===== config.mk =====
export PLATFORM = sky130hd
export DESIGN_NAME = debug_unit
export DESIGN_NICKNAME = d
export VERILOG_FILES = /design/src/hdl/dbg_pkg.sv /design/src/hdl/byte_fifo.sv /design/src/hdl/cmd_loader.sv /design/src/hdl/debug_unit.sv /design/src/hdl/state_dumper.sv
export SDC_FILE = /design/constraint.sdc
export NUM_CORES = 1
export LEC_CHECK = 0
export ABC_CLOCK_PERIOD_IN_PS = 3300
export BUFFER_PORTS_ARGS = -buffer_cell sky130_fd_sc_hd__clkbuf_2
export CORE_UTILIZATION = 53
export DETAILED_ROUTE_END_ITERATION = 16
export HOLD_SLACK_MARGIN = 0.02
export PLACE_DENSITY = 0.84
export SETUP_SLACK_MARGIN = 0.02
export SLEW_MARGIN = 20
export SYNTH_ARGS = -nofsm -noshare
export SYNTH_HDL_FRONTEND = slang
export SYNTH_HIERARCHICAL = 1
export SYNTH_SLANG_ARGS = --single-unit

===== constraint.sdc =====
create_clock -name i_clk -period 3.3 [get_ports i_clk]
set_input_delay 0.165 -clock i_clk [delete_from_list [all_inputs] [get_ports i_clk]]
set_output_delay 0.165 -clock i_clk [all_outputs]
set_load 0.02 [all_outputs]

===== src/hdl/dbg_pkg.sv =====
// Debug unit shared definitions
// Host command codes, link byte width and default dump sizes
package dbg_pkg;

    // Link byte width
    localparam int BYTE_W = 8;

    // Host command codes
    localparam logic [BYTE_W-1:0] CMD_LOAD = 8'hFE;    // Start program load
    localparam logic [BYTE_W-1:0] CMD_STEP = 8'hFC;    // Enter step mode
    localparam logic [BYTE_W-1:0] CMD_RUN  = 8'hF0;    // Run until halt
    localparam logic [BYTE_W-1:0] CMD_NEXT = 8'h01;    // One cycle, then dump
    localparam logic [BYTE_W-1:0] CMD_END  = 8'hF8;    // Leave step mode

    // Default sizes
    localparam int DEF_NUM_REGS = 32;    // Registers in a dump
    localparam int DEF_NUM_MEM  = 32;    // Memory words in a dump
    localparam int DEF_WORD_SZ  = 32;    // Instruction, data and PC width

endpackage


===== src/hdl/byte_fifo.sv =====
`timescale 1ns/100ps
// Byte FIFO
// Circular buffer with valid/ready handshakes on the write and read sides.
// Read data comes straight from the slot at the read pointer.
module byte_fifo
#(
    parameter int DATA_W = 8,
    parameter int DEPTH  = 4
)
(
    input  logic              i_clk,
    input  logic              i_reset,
    input  logic [DATA_W-1:0] i_in_data,
    input  logic              i_in_valid,
    output logic              o_in_ready,
    output logic [DATA_W-1:0] o_out_data,
    output logic              o_out_valid,
    input  logic              i_out_ready
);

    localparam int PTR_W = (DEPTH > 1) ? $clog2(DEPTH) : 1;
    localparam logic [PTR_W-1:0] LAST_PTR = PTR_W'(DEPTH - 1);
    localparam logic [PTR_W:0]   FULL_CNT = DEPTH[PTR_W:0];

    logic [DATA_W-1:0] mem [DEPTH];
    logic [PTR_W-1:0]  wr_ptr;
    logic [PTR_W-1:0]  rd_ptr;
    logic [PTR_W:0]    count;       // Occupancy
    logic              push;
    logic              pop;

    assign o_in_ready  = (count != FULL_CNT);
    assign o_out_valid = (count != '0);
    assign o_out_data  = mem[rd_ptr];

    assign push = i_in_valid && o_in_ready;
    assign pop  = o_out_valid && i_out_ready;

    always_ff @(posedge i_clk)
    begin
        if (push)
            mem[wr_ptr] <= i_in_data;
    end

    always_ff @(posedge i_clk or posedge i_reset)
    begin
        if (i_reset)
        begin
            wr_ptr <= '0;
            rd_ptr <= '0;
            count  <= '0;
        end
        else
        begin
            if (push)
                wr_ptr <= (wr_ptr == LAST_PTR) ? '0 : wr_ptr + 1'b1;
            if (pop)
                rd_ptr <= (rd_ptr == LAST_PTR) ? '0 : rd_ptr + 1'b1;

            case ({push, pop})
                2'b10:   count <= count + 1'b1;
                2'b01:   count <= count - 1'b1;
                default: count <= count;     // Both or neither
            endcase
        end
    end

endmodule


===== src/hdl/cmd_loader.sv =====
`timescale 1ns/100ps
// Command loader
// Decodes host command bytes, assembles instructions for the instruction
// memory and decides when the processor runs and when a dump is sent.
module cmd_loader
    import dbg_pkg::*;
#(
    parameter int WORD_SZ = DEF_WORD_SZ,
    parameter int ADDR_W  = 8
)
(
    input  logic               i_clk,
    input  logic               i_reset,
    input  logic [BYTE_W-1:0]  i_rx_data,
    input  logic               i_rx_valid,
    output logic               o_rx_ready,
    output logic               o_dump_req,
    input  logic               i_dump_ready,
    input  logic               i_dump_done,
    input  logic               i_cpu_halt,
    output logic               o_imem_we,
    output logic [ADDR_W-1:0]  o_imem_addr,
    output logic [WORD_SZ-1:0] o_imem_data,
    output logic               o_cpu_enable
);

    localparam int BYTES  = WORD_SZ / BYTE_W;
    localparam int BCNT_W = (BYTES > 1) ? $clog2(BYTES) : 1;
    localparam logic [BCNT_W-1:0] LAST_BYTE = BCNT_W'(BYTES - 1);

    typedef enum logic [2:0] {
        ST_IDLE,
        ST_PROG_SIZE,
        ST_INST_BYTE,
        ST_INST_WRITE,
        ST_STEP_WAIT,
        ST_STEP_EXEC,
        ST_RUNNING,
        ST_DUMP_WAIT
    } state_t;

    state_t             state, state_next;
    logic [BYTE_W-1:0]  prog_size, prog_size_next;    // Instructions to load
    logic [BYTE_W-1:0]  inst_cnt, inst_cnt_next;      // Instructions written
    logic [BCNT_W-1:0]  byte_cnt, byte_cnt_next;      // Bytes of current instruction
    logic [WORD_SZ-1:0] inst_reg, inst_reg_next;
    logic               step_mode, step_mode_next;    // Where to go after a dump
    logic               req_sent, req_sent_next;      // Dump request accepted
    logic               rx_take;
    logic               more_inst;

    assign rx_take   = i_rx_valid && o_rx_ready;
    assign more_inst = ((inst_cnt + 1'b1) != prog_size);

    assign o_imem_we    = (state == ST_INST_WRITE);
    assign o_imem_addr  = ADDR_W'(inst_cnt);
    assign o_imem_data  = inst_reg;
    assign o_cpu_enable = (state == ST_STEP_EXEC) || (state == ST_RUNNING);
    assign o_dump_req   = (state == ST_DUMP_WAIT) && !req_sent;

    always_comb
    begin
        case (state)
            ST_IDLE, ST_PROG_SIZE, ST_INST_BYTE, ST_STEP_WAIT:
                o_rx_ready = 1'b1;
            ST_INST_WRITE:
                o_rx_ready = more_inst;    // Next instruction may start here
            default:
                o_rx_ready = 1'b0;
        endcase
    end

    always_comb
    begin
        state_next     = state;
        prog_size_next = prog_size;
        inst_cnt_next  = inst_cnt;
        byte_cnt_next  = byte_cnt;
        inst_reg_next  = inst_reg;
        step_mode_next = step_mode;
        req_sent_next  = req_sent;

        case (state)
            ST_IDLE:
            begin
                if (rx_take)
                begin
                    case (i_rx_data)
                        CMD_LOAD: state_next = ST_PROG_SIZE;
                        CMD_STEP: state_next = ST_STEP_WAIT;
                        CMD_RUN:  state_next = ST_RUNNING;
                        default:  state_next = ST_IDLE;    // Unknown, dropped
                    endcase
                end
            end
            ST_PROG_SIZE:
            begin
                if (rx_take)
                begin
                    prog_size_next = i_rx_data;
                    inst_cnt_next  = '0;
                    byte_cnt_next  = '0;
                    state_next     = (i_rx_data == '0) ? ST_IDLE : ST_INST_BYTE;
                end
            end
            ST_INST_BYTE:
                state_next = ST_INST_BYTE;    // Left by the byte logic below
            ST_INST_WRITE:
            begin
                inst_cnt_next = inst_cnt + 1'b1;
                state_next    = more_inst ? ST_INST_BYTE : ST_IDLE;
            end
            ST_STEP_WAIT:
            begin
                if (rx_take && (i_rx_data == CMD_NEXT))
                    state_next = ST_STEP_EXEC;
                else if (rx_take && (i_rx_data == CMD_END))
                    state_next = ST_IDLE;
            end
            ST_STEP_EXEC:
            begin
                step_mode_next = 1'b1;
                req_sent_next  = 1'b0;
                state_next     = ST_DUMP_WAIT;
            end
            ST_RUNNING:
            begin
                if (i_cpu_halt)
                begin
                    step_mode_next = 1'b0;
                    req_sent_next  = 1'b0;
                    state_next     = ST_DUMP_WAIT;
                end
            end
            ST_DUMP_WAIT:
            begin
                if (o_dump_req && i_dump_ready)
                    req_sent_next = 1'b1;
                if (req_sent && i_dump_done)
                    state_next = step_mode ? ST_STEP_WAIT : ST_IDLE;
            end
            default:
                state_next = ST_IDLE;
        endcase

        // Instruction bytes arrive LSB first and shift in from the top
        if (rx_take && ((state == ST_INST_BYTE) || (state == ST_INST_WRITE)))
        begin
            inst_reg_next = (inst_reg >> BYTE_W)
                          | (WORD_SZ'(i_rx_data) << (WORD_SZ - BYTE_W));
            byte_cnt_next = byte_cnt + 1'b1;
            if (byte_cnt == LAST_BYTE)
            begin
                byte_cnt_next = '0;
                state_next    = ST_INST_WRITE;
            end
        end
    end

    always_ff @(posedge i_clk or posedge i_reset)
    begin
        if (i_reset)
        begin
            state     <= ST_IDLE;
            prog_size <= '0;
            inst_cnt  <= '0;
            byte_cnt  <= '0;
            step_mode <= 1'b0;
            req_sent  <= 1'b0;
        end
        else
        begin
            state     <= state_next;
            prog_size <= prog_size_next;
            inst_cnt  <= inst_cnt_next;
            byte_cnt  <= byte_cnt_next;
            step_mode <= step_mode_next;
            req_sent  <= req_sent_next;
        end
    end

    always_ff @(posedge i_clk)
    begin
        inst_reg <= inst_reg_next;
    end

endmodule


===== src/hdl/debug_unit.sv =====
`timescale 1ns/100ps
// Debug unit top level
// Receive FIFO feeds the command loader, the state dumper feeds the
// transmit FIFO, and the loader hands dump requests to the dumper.
module debug_unit
    import dbg_pkg::*;
#(
    parameter int WORD_SZ    = DEF_WORD_SZ,
    parameter int ADDR_W     = 8,
    parameter int NUM_REGS   = DEF_NUM_REGS,
    parameter int NUM_MEM    = DEF_NUM_MEM,
    parameter int FIFO_DEPTH = 16
)
(
    input  logic               i_clk,
    input  logic               i_reset,
    input  logic [BYTE_W-1:0]  i_rx_data,
    input  logic               i_rx_valid,
    output logic               o_rx_ready,
    output logic [BYTE_W-1:0]  o_tx_data,
    output logic               o_tx_valid,
    input  logic               i_tx_ready,
    input  logic               i_cpu_halt,
    input  logic [WORD_SZ-1:0] i_reg_data,
    input  logic [WORD_SZ-1:0] i_mem_data,
    input  logic [WORD_SZ-1:0] i_pc,
    output logic               o_imem_we,
    output logic [ADDR_W-1:0]  o_imem_addr,
    output logic [WORD_SZ-1:0] o_imem_data,
    output logic               o_cpu_enable,
    output logic [ADDR_W-1:0]  o_dbg_addr
);

    logic [BYTE_W-1:0] rx_data;
    logic              rx_valid;
    logic              rx_ready;
    logic [BYTE_W-1:0] tx_byte;
    logic              tx_byte_valid;
    logic              tx_byte_ready;
    logic              dump_req;
    logic              dump_ready;
    logic              dump_done;

    byte_fifo #(
        .DATA_W (BYTE_W),
        .DEPTH  (FIFO_DEPTH)
    ) rx_fifo_i (
        .i_clk       (i_clk),
        .i_reset     (i_reset),
        .i_in_data   (i_rx_data),
        .i_in_valid  (i_rx_valid),
        .o_in_ready  (o_rx_ready),
        .o_out_data  (rx_data),
        .o_out_valid (rx_valid),
        .i_out_ready (rx_ready)
    );

    cmd_loader #(
        .WORD_SZ (WORD_SZ),
        .ADDR_W  (ADDR_W)
    ) loader_i (
        .i_clk        (i_clk),
        .i_reset      (i_reset),
        .i_rx_data    (rx_data),
        .i_rx_valid   (rx_valid),
        .o_rx_ready   (rx_ready),
        .o_dump_req   (dump_req),
        .i_dump_ready (dump_ready),
        .i_dump_done  (dump_done),
        .i_cpu_halt   (i_cpu_halt),
        .o_imem_we    (o_imem_we),
        .o_imem_addr  (o_imem_addr),
        .o_imem_data  (o_imem_data),
        .o_cpu_enable (o_cpu_enable)
    );

    state_dumper #(
        .WORD_SZ  (WORD_SZ),
        .ADDR_W   (ADDR_W),
        .NUM_REGS (NUM_REGS),
        .NUM_MEM  (NUM_MEM)
    ) dumper_i (
        .i_clk        (i_clk),
        .i_reset      (i_reset),
        .i_dump_req   (dump_req),
        .o_dump_ready (dump_ready),
        .o_dump_done  (dump_done),
        .o_dbg_addr   (o_dbg_addr),     // Register and data memory read address
        .i_reg_data   (i_reg_data),
        .i_mem_data   (i_mem_data),
        .i_pc         (i_pc),
        .o_tx_data    (tx_byte),
        .o_tx_valid   (tx_byte_valid),
        .i_tx_ready   (tx_byte_ready)
    );

    byte_fifo #(
        .DATA_W (BYTE_W),
        .DEPTH  (FIFO_DEPTH)
    ) tx_fifo_i (
        .i_clk       (i_clk),
        .i_reset     (i_reset),
        .i_in_data   (tx_byte),
        .i_in_valid  (tx_byte_valid),
        .o_in_ready  (tx_byte_ready),
        .o_out_data  (o_tx_data),
        .o_out_valid (o_tx_valid),
        .i_out_ready (i_tx_ready)
    );

endmodule


===== src/hdl/state_dumper.sv =====
`timescale 1ns/100ps
// State dumper
// Walks the register file, the data memory and the program counter and
// sends each word LSB first as link bytes.
module state_dumper
    import dbg_pkg::*;
#(
    parameter int WORD_SZ  = DEF_WORD_SZ,
    parameter int ADDR_W   = 8,
    parameter int NUM_REGS = DEF_NUM_REGS,
    parameter int NUM_MEM  = DEF_NUM_MEM
)
(
    input  logic               i_clk,
    input  logic               i_reset,
    input  logic               i_dump_req,
    output logic               o_dump_ready,
    output logic               o_dump_done,
    output logic [ADDR_W-1:0]  o_dbg_addr,
    input  logic [WORD_SZ-1:0] i_reg_data,
    input  logic [WORD_SZ-1:0] i_mem_data,
    input  logic [WORD_SZ-1:0] i_pc,
    output logic [BYTE_W-1:0]  o_tx_data,
    output logic               o_tx_valid,
    input  logic               i_tx_ready
);

    localparam int BYTES  = WORD_SZ / BYTE_W;
    localparam int BIDX_W = (BYTES > 1) ? $clog2(BYTES) : 1;
    localparam logic [BIDX_W-1:0] LAST_BYTE = BIDX_W'(BYTES - 1);
    localparam logic [ADDR_W-1:0] LAST_REG  = ADDR_W'(NUM_REGS - 1);
    localparam logic [ADDR_W-1:0] LAST_MEM  = ADDR_W'(NUM_MEM - 1);

    typedef enum logic [1:0] {
        PH_IDLE,
        PH_REGS,
        PH_MEM,
        PH_PC
    } phase_t;

    phase_t             phase;
    logic [ADDR_W-1:0]  addr;         // Word being sent
    logic [BIDX_W-1:0]  byte_idx;     // Byte within word
    logic [WORD_SZ-1:0] word;
    logic               send;
    logic               last_byte;
    logic               done_q;

    always_comb
    begin
        case (phase)
            PH_REGS: word = i_reg_data;
            PH_MEM:  word = i_mem_data;
            default: word = i_pc;
        endcase
    end

    assign o_tx_data    = word[byte_idx*BYTE_W +: BYTE_W];
    assign o_tx_valid   = (phase != PH_IDLE);
    assign o_dump_ready = (phase == PH_IDLE);
    assign o_dump_done  = done_q;
    assign o_dbg_addr   = addr;
    assign send         = o_tx_valid && i_tx_ready;
    assign last_byte    = (byte_idx == LAST_BYTE);

    always_ff @(posedge i_clk or posedge i_reset)
    begin
        if (i_reset)
        begin
            phase    <= PH_IDLE;
            addr     <= '0;
            byte_idx <= '0;
            done_q   <= 1'b0;
        end
        else
        begin
            done_q <= 1'b0;
            if (phase == PH_IDLE)
            begin
                if (i_dump_req)
                begin
                    phase    <= PH_REGS;
                    addr     <= '0;
                    byte_idx <= '0;
                end
            end
            else if (send)     // Stalled otherwise, address and index held
            begin
                byte_idx <= last_byte ? '0 : byte_idx + 1'b1;
                if (last_byte)
                begin
                    case (phase)
                        PH_REGS:
                        begin
                            addr  <= (addr == LAST_REG) ? '0 : addr + 1'b1;
                            phase <= (addr == LAST_REG) ? PH_MEM : PH_REGS;
                        end
                        PH_MEM:
                        begin
                            addr  <= (addr == LAST_MEM) ? '0 : addr + 1'b1;
                            phase <= (addr == LAST_MEM) ? PH_PC : PH_MEM;
                        end
                        default:
                        begin
                            phase  <= PH_IDLE;
                            done_q <= 1'b1;    // Final PC byte taken
                        end
                    endcase
                end
            end
        end
    end

endmodule

==> results of run 1 <==
-- state kept, by name, indices dropped and copies added (netlist names), 2 cells and up --
signal / flops
rx_fifo_i/wr_ptr: 4
rx_fifo_i/rd_ptr: 4
rx_fifo_i/count: 5
dumper_i/byte_idx: 2
tx_fifo_i/count: 5
dumper_i/o_dbg_addr: 8
loader_i/o_imem_addr: 8
loader_i/state: 3
tx_fifo_i/wr_ptr: 4
loader_i/byte_cnt: 2
tx_fifo_i/rd_ptr: 4
loader_i/o_imem_data: 32
dumper_i/phase: 2
rx_fifo_i/mem: 128
loader_i/prog_size: 8
tx_fifo_i/mem: 128
-- layout make-up --
class | count | area [um2] | area share, %
Antenna cell | 1 | 2.50 | 0.0137
Clock buffer | 52 | 991 | 5.42
Clock inverter | 12 | 150 | 0.822
Inverter | 27 | 106 | 0.582
Multi-Input combinational cell | 618 | 4940 | 27.0
Sequential cell | 350 | 10200 | 55.8
Tap cell | 384 | 480 | 2.63
Timing Repair Buffer | 237 | 1400 | 7.67
-- cells by family after synthesis --
logic type | synth area share [%]
flops | 65.4
fa+ha+maj | 2.34
mux | 10.6
buf+inv | 3.20
compound gates | 9.78
xor+xnor | 1.52
simple gates | 7.11
-- worst min-delay path by stage --
stage                                        to       start
4_1_cts          loader_i/step_mode$_DFFE_PP0P_  i_cpu_halt
6_report         loader_i/step_mode$_DFFE_PP0P_  i_cpu_halt
3_5_place_dp     rx_fifo_i/count[3]$_DFFE_PP0P_     i_reset
5_1_grt           loader_i/req_sent$_DFFE_PP0P_  i_cpu_halt
2_1_floorplan  dumper_i/byte_idx[0]$_DFFE_PP0P_     i_reset
3_3_place_gp      dumper_i/phase[0]$_DFFE_PP0P_     i_reset
-- layer usage --
layer	up-vias	global-route usage (%)	part of all wire, %
met5	-	0	0
met3	78	3.86	7.1
met2	459	39.4	51
li1	4548	-	-
met1	5042	29.6	38
met4	0	8.48	3.0
-- cell usage in the layout, fill, tap and decap left out, types with 40 or more instances in the layout --
cell,n
nand2_1,74
dfrtp_1,60
mux2i_1,64
o21ai_0,49
buf_4,64
a22oi_1,48
nor2_1,51
mux4_2,40
clkbuf_2,168
edfxtp_1,288
-- per-stage QoR --
stage | TNS, ns | instance area (um2) | power [W] | worst slack, ns
after floorplan | 0 | 15600 | 0.00945 | 0.0275
after global placement | 0 | 17100 | 0.0108 | 0.0763
after detailed placement | -0.174 | 17100 | 0.0110 | -0.0930
after CTS | 0 | 18200 | 0.0149 | 0.0700
after global routing | 0 | 18300 | 0.0156 | 0.00512
final | 0 | 18300 | 0.0149 | 0.192
-- tightest hold or removal path: stages --
cell      delay, ns
clkbuf_2       0.09
nand3_1        0.09
a21oi_1        0.07
nor2_1         0.09
-- timing repair --
item | 4_1_cts | 5_1_grt
gates resized for setup | 4 | 8
buffers inserted | 0 | 1
hold endpoints to repair | 65 | 0
hold buffers | 2 | 0
endpoints found under the setup margin | 2 | 2
pin swaps | 0 | 5
-- power breakdown --
group | internal [W] | switching [W] | total, W
logic | 0.00205 | 0.00289 | 0.00495
registers | 0.00551 | 0.000536 | 0.00605
clock network | 0.00227 | 0.00161 | 0.00388
total | 0.00983 | 0.00504 | 0.0149
==> metrics.yaml, run 1 <==
critical_path:
  path_delay_family: "compound AO/OA/AOI/OAI gates"
  regToRegStartpoint: "loader_i/o_imem_addr[1]$_DFFE_PP0P_"
  cp.depth: 14
  path_max_fanout: 9
  crit_chain: "nand4_1 -> or3_1 -> a32oi_1 -> a21oi_2 -> nor3_2 -> nor2b_2 -> o21ai_4 -> inv_4 -> ha_2 -> ha_1 -> a21o_2 -> a21oi_2 -> xnor2_1 -> o21ai_0"
  crit_arrival_ns: 3.48
  r2r_end: "rx_fifo_i/count[3]$_DFFE_PP0P_"
  r2r_setup_slack_ns: 0.19
  critPathRequiredTime_ns: 3.67
  startpoint_type: "register"
  startpoint: "loader_i/o_imem_addr[1]$_DFFE_PP0P_"
  end_kind: "register"
  crit_top_cell: "a21oi_2"
  crit_end: "rx_fifo_i/count[3]$_DFFE_PP0P_"
  cpPeakStageDelay_ns: 0.43
  r2r_cells: 14
  slowest_stage: "dfrtp_1"
  path_class: "reg2reg"
  crit_buf_inv: 1
floorplan:
  io_pins: 169
  start_util_pct: 54.2
  die-area_mm2: 0.0301
  core_area_mm2: 0.0288
  std_cell_rows: 62
  die_y_um: 173
  die_x_um: 173
synthesis:
  syn_nets: 1197
  ys_seq_area_share_pct: 65.4
  synthFlopType: "edfxtp_1"
  syn_area_mm2: 0.0156
  synth-edff-count: 288
  postSynthCellCount: 1060
  synthArstFlopShare_pct: 17.7
  synthTopCellsByArea: "edfxtp_1 55%, dfrtp_1 10%, mux4_2 5.8%"
  yosysTopAreaCell: "edfxtp_1"
  ys_warn_count: 6
  synth_most_common_cell: "edfxtp_1"
  ys_types: 68
  synthTopCellsByCount: "288 x edfxtp_1, 74 x nand2_1, 64 x mux2i_1, 62 x dfrtp_1, 56 x nor2_1"
  yosys_register_bits: 350
  synth_area_per_cell_um2: 14.7
  yosysTopAreaCellShare_pct: 55.5
cts:
  clockRootBuffer: "clkbuf_16"
  clk_pin_slew_ns: 0.06
  clk_latency_ns: 0.53
  cts_tree: "yes"
  numCtsBuffers: 35
  clockBufferDepth: 3
  numClockSinks: 350
  htree_levels: 2
cells_and_area:
  fillers: 2013
  post-route-util_pct: 63.5
  nets: 1406
  area_growth_pct: 17.3
  drive_gt1_share_pct: 28.3
  fin_cells: 1681
drt:
  post_drt_via_cell_ratio: 6.02
  drc: 0
  ant_nets: 0
  dr.pass1.iters: 5
  wire_per_inst_um: 20.7
  routed_wl_um: 34800
  vias: 10100
  drtIter0Drc: 991
sta:
  hold_viol_final: 0
  fin_crit_ns: 3.11
  skew_ns: 0.0319
  setup_violations: 0
  max_freq_mhz: 322
  fin_hold_ws_ns: 0.0441
  worst_slew_pin_slew_ns: 0.894
  slew_viol_final: 0
  rsz0062_at_grt: "no"
  slew_headroom_pct: 40.4
  min_period_over_period_pct: 94.2
grt:
  globalRoute.totalOverflow: 0
  grt_pass1_vias: 9898
  track_usage_pct: 23.0
  antenna_found_initial: 1
  grt_pass1_wl_um: 53500
  grt_max_degree: 33
place:
  hpwl_um: 23700
  placedCellCount: 1613
  gp_congestion: 0.813
  port_buffers: 168
power:
  power_leakage_nw: 6.79
  vdd_drop_max_v: 0.000675
  p_per_area_mw_per_mm2: 814
job:
  maxCapViolCount: 0
min_path:
  hold_depth: 4
  worst_hold_path_type: "in2reg"
status:
  status: "finished, final reports clean"
Power figures use the tool's default switching activity.
==> inputs of run 2 (changes only) <==
--- a/config.mk
+++ b/config.mk
@@ -15,5 +15,4 @@
 export SLEW_MARGIN = 20
 export SYNTH_ARGS = -nofsm -noshare
 export SYNTH_HDL_FRONTEND = slang
-export SYNTH_HIERARCHICAL = 1
 export SYNTH_SLANG_ARGS = --single-unit
==> run 2 against run 1 <==
Effect of this change:
- area after synthesis is 1.9% lower
- utilization up 1.2 points
- clock power grew 16%
- worst setup slack worse by 0.0096 ns
- global-route usage increased by 1.4 points
- maximum frequency is 0.31% lower
- critical path type unchanged
==> metrics.yaml, run 2 <==
drt:
  wire_per_inst_um: 21.9
  drtIter0Drc: 972
  post_drt_via_cell_ratio: 6.01
  routed_wl_um: 35400
  vias: 9739
  drc: 0
  ant_nets: 0
  dr.pass1.iters: 6
critical_path:
  end_kind: "register"
  path_max_fanout: 7
  r2r_cells: 15
  regToRegStartpoint: "loader_i.o_imem_addr[1]$_DFFE_PP0P_"
  startpoint_type: "register"
  r2r_setup_slack_ns: 0.18
  path_class: "reg2reg"
  crit_arrival_ns: 3.53
  slowest_stage: "dfrtp_2"
  r2r_end: "rx_fifo_i.count[4]$_DFFE_PP0P_"
  critPathRequiredTime_ns: 3.71
  crit_top_cell: "ha_4"
  cpPeakStageDelay_ns: 0.39
  crit_chain: "ha_4 -> nand3_4 -> o21a_1 -> or3_4 -> a2111oi_4 -> a21oi_4 -> ha_4 -> inv_2 -> fa_2 -> inv_1 -> a21o_1 -> a21oi_2 -> xnor2_1 -> nor2_1 -> xor2_1"
  startpoint: "loader_i.o_imem_addr[1]$_DFFE_PP0P_"
grt:
  antenna_found_initial: 0
  track_usage_pct: 24.4
  use_met2_pct: 40.7
  busiest_layer: "met2"
  grtUsageMet3_pct: 3.55
  grt_pass1_wl_um: 54300
  globalRoute.totalOverflow: 0
  gr-usage-met1_pct: 33.6
  grt_pass1_vias: 9646
  grt_max_degree: 34
sta:
  setup_tns_ns: 0
  slew_viol_final: 0
  min_period_over_period_pct: 94.5
  hold_viol_final: 0
  setup_violations: 0
  worst_slew_pin_slew_ns: 1.14
  skew_ns: 0.0253
  slew_headroom_pct: 24.2
  fin_crit_ns: 3.12
  max_freq_mhz: 321
  rsz0062_at_grt: "no"
cells_and_area:
  drive_gt1_share_pct: 29.9
  area_growth_pct: 18.8
  fin_cells: 1620
  nets: 1351
  fillers: 1943
  layout_commonest_cell: "edfxtp_1"
  antennaDiodeCount: 0
  layout_common_cells: "288 x edfxtp_1, 168 x clkbuf_2, 76 x nand2_1, 65 x nor2_1, 57 x dfrtp_1"
cts:
  clockBufferDepth: 3
  htree_levels: 2
  cts_tree: "yes"
  numClockSinks: 350
  clockRootBuffer: "clkbuf_16"
  numCtsBuffers: 37
  clk_pin_slew_ns: 0.06
  clk_latency_ns: 0.53
status:
  status: "finished, final reports clean"
synthesis:
  postSynthCellCount: 1019
  yosysTopAreaCell: "edfxtp_1"
  synthTopCellsByCount: "288 x edfxtp_1, 76 x nand2_1, 65 x nor2_1, 62 x dfrtp_1, 55 x mux4_2"
  yosysTopAreaCellShare_pct: 56.5
  synthArstFlopShare_pct: 17.7
  synthFlopType: "edfxtp_1"
  ys_types: 60
  synth-edff-count: 288
  syn_area_mm2: 0.0153
  ys_seq_area_share_pct: 66.7
  synth_area_per_cell_um2: 15.0
  syn_nets: 1156
  synth_most_common_cell: "edfxtp_1"
  synthTopCellsByArea: "edfxtp_1 57%, dfrtp_1 10%, mux4_2 8.1%"
  yosys_register_bits: 350
  ys_warn_count: 0
place:
  placedCellCount: 1547
  port_buffers: 168
  gp_congestion: 0.842
  hpwl_um: 23000
floorplan:
  die_y_um: 172
  die-area_mm2: 0.0295
  core_area_mm2: 0.0281
  die_x_um: 172
  start_util_pct: 54.5
  std_cell_rows: 61
  io_pins: 169
job:
  maxCapViolCount: 0
power:
  vdd_drop_max_v: 0.000484
  pwr-share-comb_pct: 32.4
  p_int_w: 0.0106
  p_seq_share_pct: 39.5
  p_sw_share_pct: 33.4
  p_per_area_mw_per_mm2: 880
  switchingPower_w: 0.00535
  power_leakage_nw: 6.74
  clockPowerShare_pct: 28.1
min_path:
  min-delay-start: "i_rx_data[0]"
  worst_hold_path_type: "in2reg"
  hold_end: "rx_fifo_i.mem[2][0]$_DFFE_PP_"
  hold_depth: 1
-- run 2: final cells by class --
type / instances / area, um2 / area share, %
Tap cell: 378 / 473 / 2.60
Multi-Input combinational cell: 587 / 4830 / 26.6
Sequential cell: 350 / 10200 / 56.2
Clock buffer: 40 / 958 / 5.27
Timing Repair Buffer: 215 / 1250 / 6.87
Inverter: 23 / 86.3 / 0.475
Clock inverter: 27 / 370 / 2.04
-- run 2: power by group through the flow --
stage / clock network, W / registers (W) / logic (W)
after floorplan: 0 / 0.00636 / 0.00341
after global placement: 0 / 0.00635 / 0.00486
after detailed placement: 0 / 0.00640 / 0.00504
after CTS: 0.00453 / 0.00631 / 0.00515
after global routing: 0.00471 / 0.00641 / 0.00562
final: 0.00450 / 0.00631 / 0.00518
-- run 2: logic make-up after synthesis --
kind of cell / count (synthesis) / synth area share [%]
adder cells (fa/ha/maj): 28 / 2.39
flip-flops: 350 / 66.7
AO/OA/AOI/OAI: 208 / 8.90
buffers and inverters: 82 / 2.27
AND/OR/NAND/NOR: 220 / 6.66
XOR/XNOR: 24 / 1.37
multiplexers: 107 / 11.7
-- run 2: layer usage --
| layer | part of all wire [%] | vias up |
|---|---|---|
| met1 | 41 | 4853 |
| met5 | 0 | - |
| met3 | 6.4 | 70 |
| met4 | 2.4 | 0 |
| li1 | - | 4360 |
| met2 | 50 | 456 |
-- run 2: how the worst max path moves through the flow --
stage / endpoint / slack (ns) / cells past startpoint
floorplan: rx_fifo_i.count[4]$_DFFE_PP0P_ / 0.04 / 16
global placement: rx_fifo_i.count[4]$_DFFE_PP0P_ / 0.09 / 15
detailed placement: rx_fifo_i.count[4]$_DFFE_PP0P_ / -0.05 / 14
CTS: rx_fifo_i.count[4]$_DFFE_PP0P_ / 0.03 / 15
global route: rx_fifo_i.count[4]$_DFFE_PP0P_ / 0.04 / 15
finish: rx_fifo_i.count[4]$_DFFE_PP0P_ / 0.18 / 15
-- run 2: what timing repair did --
action                                  CTS  global route
pin swaps                                 2             2
resized for setup                         3             3
endpoints found under the setup margin    1             2
endpoints found under the hold margin    29             0
buffers inserted                          3             1
hold buffers                              2             0
-- run 2: critical path: cells and delay by family, from the launching register on --
kind            cells  cell delay (ns)
simple gates        3             0.55
buf+inv             2             0.12
flops               1             0.39
xor+xnor            2             0.26
compound gates      5             1.08
fa+ha+maj           3             0.60
-- run 2: stage by stage --
step                util (%)  instance area [um2]  power, W  worst slack [ns]  hold WS (ns)
finish                  64.7                18200    0.0160             0.182        0.0523
global placement        59.6                16700    0.0112            0.0896         0.264
detailed placement      59.6                16700    0.0114           -0.0543         0.257
floorplan                  -                15300   0.00977            0.0357         0.264
global route            64.7                18200    0.0167            0.0379        0.0737
CTS                     64.5                18100    0.0160            0.0295        0.0423
==> inputs of run 3 (changes only) <==
--- a/config.mk
+++ b/config.mk
@@ -5,6 +5,7 @@
 export SDC_FILE = /design/constraint.sdc
 export NUM_CORES = 1
 export LEC_CHECK = 0
+export ABC_AREA = 1
 export ABC_CLOCK_PERIOD_IN_PS = 3300
 export BUFFER_PORTS_ARGS = -buffer_cell sky130_fd_sc_hd__clkbuf_2
 export CORE_UTILIZATION = 53
==> run 3 against run 2 <==
Effect of this change:
- design area grew 0.37%
- clock skew grew 0.0028 ns
- worst hold slack gained 0.030 ns
- synthesized cell count grew 50%
- sequential share of layout area shrank 0.22 points
- clock-buffer cell count grew 4
- global-route usage shrank 0.062 points
- register-to-register slack gained 0.06 ns
- routed wire length grew 6.2%
- critical endpoint unchanged
- largest cell class unchanged
- largest power group unchanged
==> metrics.yaml, run 3 <==
floorplan:
  die_y_um: 175
  start_util_pct: 53.8
  io_pins: 169
  die-area_mm2: 0.0307
  die_x_um: 175
  std_cell_rows: 63
  core_area_mm2: 0.0296
power:
  p_per_area_mw_per_mm2: 843
  clockPowerShare_pct: 25.3
  pwr-share-comb_pct: 34.9
  power_leakage_nw: 7.50
  p_sw_share_pct: 38.6
  switchingPower_w: 0.00593
  p_seq_share_pct: 39.8
  p_int_w: 0.00945
  vdd_drop_max_v: 0.000497
grt:
  grt_pass1_vias: 11400
  track_usage_pct: 24.4
  antenna_found_initial: 0
  grt_max_degree: 63
  use_met2_pct: 40.9
  grt_pass1_wl_um: 58900
  busiest_layer: "met2"
  grtUsageMet3_pct: 3.70
  gr-usage-met1_pct: 32.9
  globalRoute.totalOverflow: 0
synthesis:
  yosys_register_bits: 350
  synth_mux_area_share_pct: 0
  synthArstFlopShare_pct: 17.7
  ys_types: 49
  synthFlopType: "edfxtp_1"
  synthTopCellsByArea: "edfxtp_1 54%, dfrtp_1 9.8%, nand2_1 9.2%"
  synthTopCellsByCount: "391 x nand2_1, 288 x edfxtp_1, 163 x nor2_1, 121 x inv_1, 111 x o21ai_0"
  ys_seq_area_share_pct: 64.2
  ys_warn_count: 0
  synthAdderAreaFrac_pct: 2.30
  yosysTopAreaCellShare_pct: 54.4
  yosysTopAreaCell: "edfxtp_1"
  postSynthCellCount: 1527
  synth_area_per_cell_um2: 10.4
  synth-compound-area-share_pct: 9.71
  synth-xor-area-share_pct: 0.606
  synth_simple_gate_area_share_pct: 18.0
  synth_top_family_by_area: "simple AND/OR/NAND/NOR gates"
  syn_area_mm2: 0.0159
  synth_most_common_cell: "nand2_1"
  syn_nets: 1664
  synth-edff-count: 288
cells_and_area:
  antennaDiodeCount: 0
  drive_gt1_share_pct: 16.1
  fillers: 2251
  fin_cells: 2111
  finalInstanceArea_mm2: 0.0182
  layout_common_cells: "391 x nand2_1, 288 x edfxtp_1, 168 x clkbuf_2, 163 x nor2_1, 120 x inv_1"
  nets: 1831
  area_growth_pct: 14.7
  layout_commonest_cell: "nand2_1"
drt:
  dr.pass1.iters: 7
  wire_per_inst_um: 17.8
  vias: 12100
  post_drt_via_cell_ratio: 5.74
  drtIter0Drc: 1476
  drc: 0
  ant_nets: 0
  routed_wl_um: 37600
critical_path:
  startpoint_type: "register"
  crit_arrival_ns: 3.46
  critPathRequiredTime_ns: 3.70
  path_max_fanout: 13
  path_class: "reg2reg"
  end_kind: "register"
sta:
  setup_tns_ns: 0
  worst_slew_pin_slew_ns: 0.873
  max_freq_mhz: 327
  fin_crit_ns: 3.06
  slew_headroom_pct: 41.8
  min_period_over_period_pct: 92.8
  rsz0062_at_grt: "no"
  slew_viol_final: 0
  setup_violations: 0
  hold_viol_final: 0
  skew_ns: 0.0281
cts:
  cts_tree: "yes"
  htree_levels: 2
  clockBufferDepth: 3
  clk_pin_slew_ns: 0.06
  numClockSinks: 350
  clk_latency_ns: 0.53
  clockRootBuffer: "clkbuf_16"
  numCtsBuffers: 37
min_path:
  worst_hold_path_type: "in2reg"
job:
  maxCapViolCount: 0
place:
  placedCellCount: 2043
  hpwl_um: 25100
  gp_congestion: 0.918
  placedInstanceArea_mm2: 0.0171
  port_buffers: 168
status:
  status: "finished, final reports clean"
run 3: logic make-up after synthesis:
logic type,after synthesis
simple gates,690
fa+ha+maj,28
buf+inv,198
flops,350
xor+xnor,11
compound gates,250
run 3: critical path, cell delays in order, from the launching register on:
cell	delay (ns)
dfrtp_2	0.44
ha_1	0.25
nand2_1	0.16
nand2_1	0.10
nand2_1	0.07
nand2_1	0.05
inv_1	0.05
nand3_1	0.06
nor2_1	0.16
nand3_2	0.10
nand3_2	0.09
nand2_4	0.13
ha_4	0.21
ha_1	0.35
nand2_1	0.10
nor2_1	0.06
a211oi_2	0.20
nand2_1	0.10
nand2_1	0.08
nor2_1	0.05
xor2_1	0.15
run 3: area by class of cell:
cell class	count	area, um2	area share (%)
Clock buffer	44	952	5.22
Clock inverter	22	175	0.960
Inverter	136	518	2.84
Multi-Input combinational cell	979	4880	26.7
Sequential cell	350	10200	55.9
Tap cell	390	488	2.68
Timing Repair Buffer	190	1020	5.61
run 3: per-stage QoR:
| step | util, % | hold WS [ns] | worst slack [ns] | power (W) |
|---|---|---|---|---|
| floorplan | - | 0.264 | 0.383 | 0.00982 |
| global placement | 57.7 | 0.157 | 0.373 | 0.0112 |
| detailed placement | 57.7 | 0.171 | 0.180 | 0.0115 |
| CTS | 61.6 | 0.0599 | 0.142 | 0.0153 |
| global route | 61.7 | 0.0817 | 0.0580 | 0.0162 |
| finish | 61.7 | 0.0821 | 0.238 | 0.0154 |
run 3: power by group through the flow:
| stage | Combinational (W) | Sequential [W] | Clock (W) |
|---|---|---|---|
| global placement | 0.00504 | 0.00616 | 0 |
| global route | 0.00588 | 0.00620 | 0.00411 |
| CTS | 0.00530 | 0.00612 | 0.00392 |
| finish | 0.00537 | 0.00613 | 0.00389 |
| detailed placement | 0.00526 | 0.00621 | 0 |
| floorplan | 0.00354 | 0.00628 | 0 |
run 3: worst paths after layout:
| path | start | endpoint | slack [ns] | cells past startpoint |
|---|---|---|---|---|
| worst max-delay path | loader_i.o_imem_addr[0]$_DFFE_PP0P_ | rx_fifo_i.count[4]$_DFFE_PP0P_ | 0.24 | 20 |
| worst min-delay path | i_cpu_halt | loader_i.step_mode$_DFFE_PP0P_ | 0.08 | 4 |
| worst max register to register | loader_i.o_imem_addr[0]$_DFFE_PP0P_ | rx_fifo_i.count[4]$_DFFE_PP0P_ | 0.24 | 20 |
| worst min register to register | loader_i.o_imem_data[26]$_DFFE_PP_ | loader_i.o_imem_data[18]$_DFFE_PP_ | 0.44 | 0 |
| max in group asynchronous | i_reset | loader_i.o_imem_addr[0]$_DFFE_PP0P_ | 2.12 | 4 |
| min in group asynchronous | i_reset | rx_fifo_i.wr_ptr[3]$_DFFE_PP0P_ | 0.20 | 3 |
run 3: repair_timing:
item | CTS | global route
hold buffers | 2 | 0
resized for setup | 0 | 5
setup buffers | 0 | 0
setup endpoints to repair | 0 | 1
hold endpoints to repair | 17 | 0
run 3: routing by layer:
layer,share of wire [%],vias to the layer above
li1,-,5628
met2,50,572
met3,8.0,95
met5,0,-
met4,2.5,0
met1,39,5812
